===== src/design/mipsPkg.sv =====
/* mips package
   widths, opcode and function codes, control bundle and the four stage payloads */
package mipsPkg;

	localparam int xLen     = 32; // data and address width, one word
	localparam int regAddrW = 5;  // 32 registers
	localparam logic [xLen-1:0] resetPc = '0;

	// main opcodes, instn[31:26]
	localparam logic [5:0] opRType = 6'b000000;
	localparam logic [5:0] opLw    = 6'b100011;
	localparam logic [5:0] opSw    = 6'b101011;
	localparam logic [5:0] opBeq   = 6'b000100;
	localparam logic [5:0] opAddi  = 6'b001000;
	localparam logic [5:0] opJ     = 6'b000010;

	// r-type function field, instn[5:0]
	localparam logic [5:0] functAdd = 6'b100000;
	localparam logic [5:0] functSub = 6'b100010;
	localparam logic [5:0] functAnd = 6'b100100;
	localparam logic [5:0] functOr  = 6'b100101;
	localparam logic [5:0] functSlt = 6'b101010;

	// classic alucontrol encoding
	typedef enum logic [2:0] {
		aluAnd = 3'b000,
		aluOr  = 3'b001,
		aluAdd = 3'b010,
		aluSub = 3'b110,
		aluSlt = 3'b111
	} aluOpT;

	typedef struct packed {
		logic  regWrite;
		logic  memToReg; // result from dmem instead of alu
		logic  memWrite;
		logic  regDst;   // rd when set, else rt
		logic  aluSrc;   // immediate as alu operand b
		aluOpT aluOp;
	} ctrlT;

	typedef enum logic [1:0] {
		fwdReg = 2'b00, // value read in decode
		fwdWb  = 2'b01,
		fwdMem = 2'b10
	} fwdSelT;

	typedef struct packed {
		logic [xLen-1:0] instn;
		logic [xLen-1:0] pcPlus4;
	} ifIdT;

	typedef struct packed {
		ctrlT                ctrl;
		logic [xLen-1:0]     a;
		logic [xLen-1:0]     b;
		logic [xLen-1:0]     signImm;
		logic [regAddrW-1:0] rs;
		logic [regAddrW-1:0] rt;
		logic [regAddrW-1:0] rd;
	} idExT;

	typedef struct packed {
		logic                regWrite;
		logic                memToReg;
		logic                memWrite;
		logic [xLen-1:0]     aluOut;
		logic [xLen-1:0]     writeData; // store data, already forwarded
		logic [regAddrW-1:0] writeReg;
	} exMemT;

	typedef struct packed {
		logic                regWrite;
		logic                memToReg;
		logic [xLen-1:0]     aluOut;
		logic [xLen-1:0]     readData;
		logic [regAddrW-1:0] writeReg;
	} memWbT;

endpackage : mipsPkg


===== src/design/pipeRegister.sv =====
/* pipeline stage register
   holds one stage payload, with stall (hold) and flush (bubble) */
`timescale 1ns/1ps
module pipeRegister #(
	parameter type payloadT = logic [31:0]
) (
	input  logic    clk,
	input  logic    rstN,
	input  logic    stall, // hold current payload
	input  logic    flush, // insert bubble, beats stall
	input  payloadT d,
	output payloadT q
);

	always_ff @(posedge clk) begin
		if (!rstN || flush) begin
			q <= '0; // all-zero payload is a no-op
		end else if (!stall) begin
			q <= d;
		end
	end

	// a stalled stage must present the same instruction next cycle
	holdOnStall : assert property (@(posedge clk) disable iff (!rstN)
		(rstN && stall && !flush) |=> $stable(q));

endmodule : pipeRegister


===== src/design/fetchStage.sv =====
/* fetch stage
   pc register and next-pc select, jump over taken branch over pc+4 */
`timescale 1ns/1ps
module fetchStage (
	input  logic                      clk,
	input  logic                      rstN,
	input  logic                      stall,
	input  logic                      pcSrc,      // taken beq in decode
	input  logic                      jump,       // j in decode
	input  logic [mipsPkg::xLen-1:0] pcBranch,
	input  logic [mipsPkg::xLen-1:0] jumpTarget,
	output logic [mipsPkg::xLen-1:0] pc,
	output logic [mipsPkg::xLen-1:0] pcPlus4
);
	import mipsPkg::*;

	logic [xLen-1:0] pcNext;

	assign pcPlus4 = pc + xLen'(4);

	always_comb begin
		if (jump)
			pcNext = jumpTarget;
		else if (pcSrc)
			pcNext = pcBranch;
		else
			pcNext = pcPlus4; // sequential
	end

	always_ff @(posedge clk) begin
		if (!rstN) begin
			pc <= resetPc;
		end else if (!stall) begin
			pc <= pcNext;
		end
	end

	// targets from decode keep the low bits clear
	pcAligned : assert property (@(posedge clk) disable iff (!rstN) pc[1:0] == 2'b00);

endmodule : fetchStage


===== src/design/controller.sv =====
/* main and alu decoder
   opcode and funct to the control bundle, plus branch and jump for decode */
`timescale 1ns/1ps
module controller (
	input  logic [5:0]     op,
	input  logic [5:0]     funct,
	output mipsPkg::ctrlT ctrl,
	output logic           branch,
	output logic           jump
);
	import mipsPkg::*;

	always_comb begin
		ctrl   = '0; // default bundle does nothing
		branch = 1'b0;
		jump   = 1'b0;
		unique case (op)
			opRType: begin
				ctrl.regWrite = 1'b1;
				ctrl.regDst   = 1'b1;
				unique case (funct)
					functAdd: ctrl.aluOp = aluAdd;
					functSub: ctrl.aluOp = aluSub;
					functAnd: ctrl.aluOp = aluAnd;
					functOr:  ctrl.aluOp = aluOr;
					functSlt: ctrl.aluOp = aluSlt;
					default:  ctrl = '0; // unknown funct, also the all-zero nop
				endcase
			end
			opLw: begin
				ctrl.regWrite = 1'b1;
				ctrl.memToReg = 1'b1;
				ctrl.aluSrc   = 1'b1;
				ctrl.aluOp    = aluAdd; // base + offset
			end
			opSw: begin
				ctrl.memWrite = 1'b1;
				ctrl.aluSrc   = 1'b1;
				ctrl.aluOp    = aluAdd;
			end
			opAddi: begin
				ctrl.regWrite = 1'b1;
				ctrl.aluSrc   = 1'b1;
				ctrl.aluOp    = aluAdd;
			end
			opBeq:   branch = 1'b1; // compared in decode, no execute work
			opJ:     jump   = 1'b1;
			default: ctrl   = '0;
		endcase
	end

endmodule : controller


===== src/design/decodeStage.sv =====
/* decode stage
   register file, immediate, early beq compare with mem forwarding, branch and jump targets */
`timescale 1ns/1ps
module decodeStage (
	input  logic                          clk,
	input  mipsPkg::ifIdT                ifId,
	input  mipsPkg::ctrlT                ctrl,
	input  logic                          branch,
	input  logic                          forwardAD,  // compare operand a from mem stage
	input  logic                          forwardBD,
	input  logic [mipsPkg::xLen-1:0]     aluOutM,
	input  logic                          wbRegWrite,
	input  logic [mipsPkg::regAddrW-1:0] wbWriteReg,
	input  logic [mipsPkg::xLen-1:0]     resultW,
	output mipsPkg::idExT                idEx,
	output logic                          pcSrc,
	output logic [mipsPkg::xLen-1:0]     pcBranch,
	output logic [mipsPkg::xLen-1:0]     jumpTarget
);
	import mipsPkg::*;

	logic [xLen-1:0]     rf [32];
	logic [regAddrW-1:0] rs;
	logic [regAddrW-1:0] rt;
	logic [regAddrW-1:0] rd;
	logic [xLen-1:0]     rdA;
	logic [xLen-1:0]     rdB;
	logic [xLen-1:0]     cmpA;
	logic [xLen-1:0]     cmpB;
	logic [xLen-1:0]     signImm;

	assign rs = ifId.instn[25:21];
	assign rt = ifId.instn[20:16];
	assign rd = ifId.instn[15:11];

	// write in the first half, read in the second: wb to decode needs no bypass
	always_ff @(negedge clk) begin
		if (wbRegWrite)
			rf[wbWriteReg] <= resultW;
	end

	assign rdA = (rs == '0) ? '0 : rf[rs]; // $zero hardwired
	assign rdB = (rt == '0) ? '0 : rf[rt];

	assign signImm = {{(xLen-16){ifId.instn[15]}}, ifId.instn[15:0]};

	// beq resolves here, so only alu results in mem can be bypassed
	assign cmpA  = forwardAD ? aluOutM : rdA;
	assign cmpB  = forwardBD ? aluOutM : rdB;
	assign pcSrc = branch && (cmpA == cmpB);

	assign pcBranch   = ifId.pcPlus4 + (signImm << 2);
	assign jumpTarget = {ifId.pcPlus4[xLen-1:28], ifId.instn[25:0], 2'b00}; // pseudo-direct

	assign idEx = '{
		ctrl:    ctrl,
		a:       rdA,
		b:       rdB,
		signImm: signImm,
		rs:      rs,
		rt:      rt,
		rd:      rd
	};

	// execute drops regWrite for a $zero destination
	noZeroWrite : assert property (@(negedge clk) wbRegWrite |-> wbWriteReg != '0);

endmodule : decodeStage


===== src/design/executeStage.sv =====
/* execute stage
   operand forwarding, alu source select, alu and destination register */
`timescale 1ns/1ps
module executeStage (
	input  mipsPkg::idExT             idEx,
	input  mipsPkg::fwdSelT           forwardAE,
	input  mipsPkg::fwdSelT           forwardBE,
	input  logic [mipsPkg::xLen-1:0] aluOutM,
	input  logic [mipsPkg::xLen-1:0] resultW,
	output mipsPkg::exMemT            exMem
);
	import mipsPkg::*;

	logic [xLen-1:0]     srcA;
	logic [xLen-1:0]     fwdB; // also the store data
	logic [xLen-1:0]     srcB;
	logic [xLen-1:0]     aluOut;
	logic [regAddrW-1:0] writeReg;

	always_comb begin
		unique case (forwardAE)
			fwdMem:  srcA = aluOutM;
			fwdWb:   srcA = resultW;
			default: srcA = idEx.a;
		endcase
		unique case (forwardBE)
			fwdMem:  fwdB = aluOutM;
			fwdWb:   fwdB = resultW;
			default: fwdB = idEx.b;
		endcase
	end

	assign srcB = idEx.ctrl.aluSrc ? idEx.signImm : fwdB;

	always_comb begin
		unique case (idEx.ctrl.aluOp)
			aluAdd:  aluOut = srcA + srcB;
			aluSub:  aluOut = srcA - srcB;
			aluAnd:  aluOut = srcA & srcB;
			aluOr:   aluOut = srcA | srcB;
			aluSlt:  aluOut = ($signed(srcA) < $signed(srcB)) ? xLen'(1) : '0;
			default: aluOut = '0;
		endcase
	end

	assign writeReg = idEx.ctrl.regDst ? idEx.rd : idEx.rt;

	assign exMem = '{
		regWrite:  idEx.ctrl.regWrite && (writeReg != '0), // writes to $zero vanish here
		memToReg:  idEx.ctrl.memToReg,
		memWrite:  idEx.ctrl.memWrite,
		aluOut:    aluOut,
		writeData: fwdB,
		writeReg:  writeReg
	};

endmodule : executeStage


===== src/design/hazardUnit.sv =====
/* hazard unit
   bypass selects for execute and the decode compare, load-use and branch stalls */
`timescale 1ns/1ps
module hazardUnit (
	input  logic [mipsPkg::regAddrW-1:0] rsD,
	input  logic [mipsPkg::regAddrW-1:0] rtD,
	input  logic                          branch,
	input  logic                          jump,
	input  mipsPkg::idExT                idExQ,
	input  mipsPkg::exMemT               exMemQ,
	input  mipsPkg::memWbT               memWbQ,
	output logic                          stallF,
	output logic                          stallD,
	output logic                          flushE,
	output logic                          forwardAD,
	output logic                          forwardBD,
	output mipsPkg::fwdSelT              forwardAE,
	output mipsPkg::fwdSelT              forwardBE
);
	import mipsPkg::*;

	logic [regAddrW-1:0] writeRegE;
	logic                lwStall;
	logic                branchStall;

	assign writeRegE = idExQ.ctrl.regDst ? idExQ.rd : idExQ.rt;

	// youngest producer wins, regWrite already false for $zero
	always_comb begin
		if (exMemQ.regWrite && idExQ.rs == exMemQ.writeReg)      forwardAE = fwdMem;
		else if (memWbQ.regWrite && idExQ.rs == memWbQ.writeReg) forwardAE = fwdWb;
		else                                                     forwardAE = fwdReg;
		if (exMemQ.regWrite && idExQ.rt == exMemQ.writeReg)      forwardBE = fwdMem;
		else if (memWbQ.regWrite && idExQ.rt == memWbQ.writeReg) forwardBE = fwdWb;
		else                                                     forwardBE = fwdReg;
	end

	assign forwardAD = exMemQ.regWrite && (rsD == exMemQ.writeReg); // alu result only
	assign forwardBD = exMemQ.regWrite && (rtD == exMemQ.writeReg);

	// j reads no registers, its target bits must not match a load
	assign lwStall = idExQ.ctrl.memToReg && !jump && (idExQ.rt == rsD || idExQ.rt == rtD);

	// beq waits for an alu op in execute, or a load in execute then in memory
	assign branchStall = branch && (
		(idExQ.ctrl.regWrite && writeRegE != '0 && (writeRegE == rsD || writeRegE == rtD)) ||
		(exMemQ.memToReg && exMemQ.regWrite &&
		 (exMemQ.writeReg == rsD || exMemQ.writeReg == rtD)));

	assign stallD = lwStall || branchStall;
	assign stallF = stallD;
	assign flushE = stallD; // bubble behind the held instruction

	always_comb begin
		if (stallD)
			assert final (!jump); // the jump flush of decode never meets a stall
		if (forwardAE != fwdReg)
			assert final (idExQ.rs != '0);
		if (forwardBE != fwdReg)
			assert final (idExQ.rt != '0);
		if (forwardAD || forwardBD)
			assert final ((!forwardAD || rsD != '0) && (!forwardBD || rtD != '0));
	end

endmodule : hazardUnit


===== src/design/mips.sv =====
/* mips core top
   five-stage pipeline, single-cycle instruction and data memory ports */
`timescale 1ns/1ps
module mips (
	input  logic                      clk,
	input  logic                      rstN,
	output logic [mipsPkg::xLen-1:0] pcImem,
	input  logic [mipsPkg::xLen-1:0] imemInstn,
	output logic                      dmemWe,
	output logic [mipsPkg::xLen-1:0] dmemAddr,
	output logic [mipsPkg::xLen-1:0] dmemWd,
	input  logic [mipsPkg::xLen-1:0] dmemRd
);
	import mipsPkg::*;

	logic [xLen-1:0] pcPlus4F;
	ifIdT            ifIdD;
	ifIdT            ifIdQ;
	idExT            idExD;
	idExT            idExQ;
	exMemT           exMemD;
	exMemT           exMemQ;
	memWbT           memWbD;
	memWbT           memWbQ;
	ctrlT            ctrlD;
	logic            branchD;
	logic            jumpD;
	logic            pcSrcD;
	logic [xLen-1:0] pcBranchD;
	logic [xLen-1:0] jumpTargetD;
	logic [xLen-1:0] resultW;
	logic            stallF;
	logic            stallD;
	logic            flushD;
	logic            flushE;
	logic            forwardAD;
	logic            forwardBD;
	fwdSelT          forwardAE;
	fwdSelT          forwardBE;

	// drop the wrong-path fetch, unless decode is held for a stale compare
	assign flushD = (pcSrcD || jumpD) && !stallD;

	assign ifIdD = '{instn: imemInstn, pcPlus4: pcPlus4F};

	// memory stage
	assign dmemWe   = exMemQ.memWrite;
	assign dmemAddr = exMemQ.aluOut;
	assign dmemWd   = exMemQ.writeData;
	assign memWbD = '{
		regWrite: exMemQ.regWrite,
		memToReg: exMemQ.memToReg,
		aluOut:   exMemQ.aluOut,
		readData: dmemRd,
		writeReg: exMemQ.writeReg
	};

	assign resultW = memWbQ.memToReg ? memWbQ.readData : memWbQ.aluOut; // writeback mux

	fetchStage fetch (
		.clk(clk), .rstN(rstN), .stall(stallF),
		.pcSrc(pcSrcD), .jump(jumpD), .pcBranch(pcBranchD), .jumpTarget(jumpTargetD),
		.pc(pcImem), .pcPlus4(pcPlus4F)
	);

	pipeRegister #(.payloadT(ifIdT)) ifIdReg (
		.clk(clk), .rstN(rstN), .stall(stallD), .flush(flushD), .d(ifIdD), .q(ifIdQ)
	);

	controller ctrlDec (
		.op(ifIdQ.instn[31:26]), .funct(ifIdQ.instn[5:0]),
		.ctrl(ctrlD), .branch(branchD), .jump(jumpD)
	);

	decodeStage decode (
		.clk(clk), .ifId(ifIdQ), .ctrl(ctrlD), .branch(branchD),
		.forwardAD(forwardAD), .forwardBD(forwardBD), .aluOutM(exMemQ.aluOut),
		.wbRegWrite(memWbQ.regWrite), .wbWriteReg(memWbQ.writeReg), .resultW(resultW),
		.idEx(idExD), .pcSrc(pcSrcD), .pcBranch(pcBranchD), .jumpTarget(jumpTargetD)
	);

	pipeRegister #(.payloadT(idExT)) idExReg (
		.clk(clk), .rstN(rstN), .stall(1'b0), .flush(flushE), .d(idExD), .q(idExQ)
	);

	executeStage execute (
		.idEx(idExQ), .forwardAE(forwardAE), .forwardBE(forwardBE),
		.aluOutM(exMemQ.aluOut), .resultW(resultW), .exMem(exMemD)
	);

	pipeRegister #(.payloadT(exMemT)) exMemReg (
		.clk(clk), .rstN(rstN), .stall(1'b0), .flush(1'b0), .d(exMemD), .q(exMemQ)
	);

	pipeRegister #(.payloadT(memWbT)) memWbReg (
		.clk(clk), .rstN(rstN), .stall(1'b0), .flush(1'b0), .d(memWbD), .q(memWbQ)
	);

	hazardUnit hazard (
		.rsD(ifIdQ.instn[25:21]), .rtD(ifIdQ.instn[20:16]), .branch(branchD), .jump(jumpD),
		.idExQ(idExQ), .exMemQ(exMemQ), .memWbQ(memWbQ),
		.stallF(stallF), .stallD(stallD), .flushE(flushE),
		.forwardAD(forwardAD), .forwardBD(forwardBD),
		.forwardAE(forwardAE), .forwardBE(forwardBE)
	);

endmodule : mips


===== config.mk =====
export PLATFORM = sky130hd
export DESIGN_NAME = mips
export DESIGN_NICKNAME = d
export VERILOG_FILES = /design/src/design/mipsPkg.sv /design/src/design/pipeRegister.sv /design/src/design/fetchStage.sv /design/src/design/controller.sv /design/src/design/decodeStage.sv /design/src/design/executeStage.sv /design/src/design/hazardUnit.sv /design/src/design/mips.sv
export SDC_FILE = /design/constraint.sdc
export NUM_CORES = 2
export LEC_CHECK = 0
export BUFFER_PORTS_ARGS = -buffer_cell sky130_fd_sc_hd__buf_2
export CORE_AREA = 2 2 449 451
export DETAILED_ROUTE_END_ITERATION = 10
export DIE_AREA = 0 0 451 453
export SYNTH_ARGS = -nofsm -noshare
export SYNTH_HDL_FRONTEND = slang
export SYNTH_SLANG_ARGS = --single-unit

===== constraint.sdc =====
create_clock -name clk -period 9.3 [get_ports clk]
set_input_delay 0 -clock clk [delete_from_list [all_inputs] [get_ports clk]]
set_output_delay 0 -clock clk [all_outputs]
set_load 0.03 [all_outputs]

==> metrics.txt <==
number of synthesized flops with an enable pin=1024; area grow syn2layout=19.6%; via count=52600; GRT overflow=0; Layout Skew=0.0702 ns; post-synth cell types=95; hold depth=4; routed len/inst=27.9 um; setup tns final=0 ns; Top-Level Pins=163; Clock Latency Late Sink=0.82 ns; post-synthesis compound-gate area fraction=9.57%; Synth Warn #=0; post-synthesis mux area share=19.9%; Non-Filler Instances=9039; startpoint types=register; die width=451 um; Num CTS Buffers=148; initial core utilization=34.8%; post-CTS setup buffer count=0; remaining antenna violation count after routing=0; PD cells=201 mW/mm^2; clock-pin slew on the worst setup and hold paths=0.07 ns; drt total wl=252 mm; largest family of logic cells by synthesized area=multiplexers; design area=0.0829 sq mm; # setup viols final=0; WP data required=9.93 ns; cell depth of the worst flop-to-flop path=14; cell total after placement=7622; Pint=11.7 mW; Flop pwr share=40.1%; CTS root buf=clkbuf_16; reg2reg start=decode.rf[8][13]; predominant post-synthesis flop cell=edfxtp_1; worst-case hold slack=0.0412 ns; Post-DP Area=0.0726 sq mm; post-synthesis sequential area ratio=54.1%; measured slew at the worst slew-check pin=1.27 ns; DP HPWL=157 mm; CP max FO=41; FFs w/ async S/R, synth=0%; clk buf depth=3; TritonCTS clock tree=done; std cell rows=164; outcome=finished clean; port buffer count=162; Max Cap Viol=0; syn nets=5290; Fin. Hold Viols=0; Yosys reg bits=1361; top area cells in the synthesized netlist=edfxtp_1, mux4_2, dfxtp_1; post-route setup slack=0.376 ns; CP endpoint kind=register; share of cells above drive strength 1=18.0%; Clock Power Share=49.0%; largest net degree at the start of global routing=91; unrepaired setup endpoints after global routing=no; vias per inst=5.81; routability cong.=0.964; Max Slew Vio Count=0; DRC Markers=0; Hold WC Path Type=input pin to register; power after layout=16.7 mW; crit path DAT=9.55 ns; Combinational Power Share=10.9%; leak pwr=31.7 nW; Worst VDD drop=0.231 mV; leading area contributor after synthesis=edfxtp_1; synthesized area=0.0694 sq mm; Min-Delay Endpoint=ifIdReg.q[55]; Reg2Reg Setup Slack=0.38 ns; DIE AREA=0.204 sq mm; Max-Slew Margin vs Limit=15.4%; Avg Cell Area, Syn=13.6 sq um; Adder-Cell Fraction of Synth Area=2.45%; DIE HEIGHT=453 um; H-tree levels=4; Nets=6464; FF-to-FF End=ifIdReg.q[13]; vias in the first global route=53300; min-delay src=imemInstn[23]; CTS Sinks=1361; core area=0.199 sq mm; Synth Area in XOR/XNOR=1.84%; GRT Total Usage=24.0%; switching share of power=30.2%; NetSw=5.03 mW; simple-gate share of the synthesized area=7.62%; Post-Syn Instances=5090; drt pass-1 iters=8; crit path kind=register to register; top-area cell type share of the netlist area=44.3%; initial antenna violation count=8; first-pass GRT wire length=358 mm; dpl ws=0.432 ns; First DRT Iteration DRCs=5936; Final Util=41.6%
power groups by stage:
stage / registers (mW) / clock network, mW / logic, mW
global route: 6.68 / 8.85 / 1.91
floorplan: 6.72 / 0.651 / 1.20
finish: 6.68 / 8.18 / 1.82
global placement: 6.77 / 0.651 / 1.71
CTS: 6.68 / 8.30 / 1.77
detailed placement: 6.77 / 0.651 / 1.72
registers in the layout, summed over array words and instances, names as in the netlist:
| signal | cells |
|---|---|
| exMemReg.q | 72 |
| idExReg.q | 98 |
| fetch.pc | 32 |
| decode.rf | 1024 |
| memWbReg.q | 71 |
| ifIdReg.q | 64 |
layout make-up:
class                   instances  area (sq um)
clock inverters              1125          5180
diodes                          2          5.00
well taps                    2656          3320
repair buffers                431          3430
clock buffers                 166          3920
multi-input cells            3155         29000
flip-flops and latches       1361         37500
fillers                     18500        116000
inverters                     143           537
cells in the mapped netlist (85+ instances only):
library cell and n:
xnor2_1 90, and2_1 109, nor2_1 346, dfxtp_1 337, a21oi_1 125, mux4_2 401, ha_1 131, edfxtp_1 1024
nand2_1 237, mux2_2 85, inv_1 139, mux2i_1 358, nand3_1 96, o21ai_0 167, clkbuf_1 170, buf_4 91
layout by cell type, fill, tap and decap left out, types with 28 or more instances in the layout:
cell / Yosys / routed
mux2_2: 85 / 85
a211o_1: 28 / 28
clkbuf_16: 0 / 153
xnor2_1: 90 / 90
mux2i_1: 358 / 358
a22o_1: 39 / 39
ha_1: 131 / 131
nand2_1: 237 / 235
buf_4: 91 / 122
dfxtp_1: 337 / 326
nand4_1: 47 / 47
edfxtp_1: 1024 / 1024
o22a_1: 32 / 32
nand3_1: 96 / 95
and3_1: 58 / 56
nor2_4: 0 / 33
o221ai_1: 47 / 47
o22ai_1: 64 / 64
a211oi_1: 44 / 44
mux4_2: 401 / 401
and2_1: 109 / 108
xor2_1: 56 / 56
buf_2: 82 / 161
nor3_1: 69 / 64
dlygate4sd3_1: 0 / 125
inv_1: 139 / 1180
a21oi_1: 125 / 125
a221oi_1: 58 / 58
a22oi_1: 77 / 77
nor2_1: 346 / 311
o21ai_0: 167 / 167
metal layers:
layer	GRT usage (%)	up-vias	part of all wire, %
met5	0	-	0
met4	13.6	0	5.1
met3	6.30	659	11
met2	39.0	3385	48
met1	28.9	26300	36
li1	-	22200	-
critical path, cell delays in order, from the launching register on:
cell,delay [ns]
edfxtp_1,0.39
mux4_2,0.47
a22o_1,0.24
a2111oi_0,0.68
a31oi_1,0.35
nand3_1,0.20
o21ai_0,0.11
o31a_1,0.35
nor4_2,0.26
o2111a_2,0.29
buf_12,0.16
o21ai_1,0.08
nand2_2,0.18
buf_12,0.23
a211oi_1,0.07
cells by family after synthesis:
group / after synthesis
AND/OR/NAND/NOR: 1093
buffers and inverters: 574
flip-flops: 1361
XOR/XNOR: 146
adder cells (fa/ha/maj): 134
AO/OA/AOI/OAI: 930
multiplexers: 852
worst max-delay path by stage:
| stage | start | end | cells after the start |
|---|---|---|---|
| after floorplan | decode.rf[9][23] | fetch.pc[12] | 14 |
| after global placement | decode.rf[13][13] | fetch.pc[24] | 14 |
| after detailed placement | decode.rf[12][13] | ifIdReg.q[8] | 14 |
| after CTS | decode.rf[8][13] | ifIdReg.q[8] | 14 |
| after global routing | decode.rf[24][29] | fetch.pc[9] | 14 |
| final | decode.rf[8][13] | ifIdReg.q[13] | 14 |
timing repair:
item,4_1_cts,5_1_grt
hold buffers,125,0
hold endpoints to repair,152,0
gates resized for setup,0,0
(Power assumes the default switching activity.)
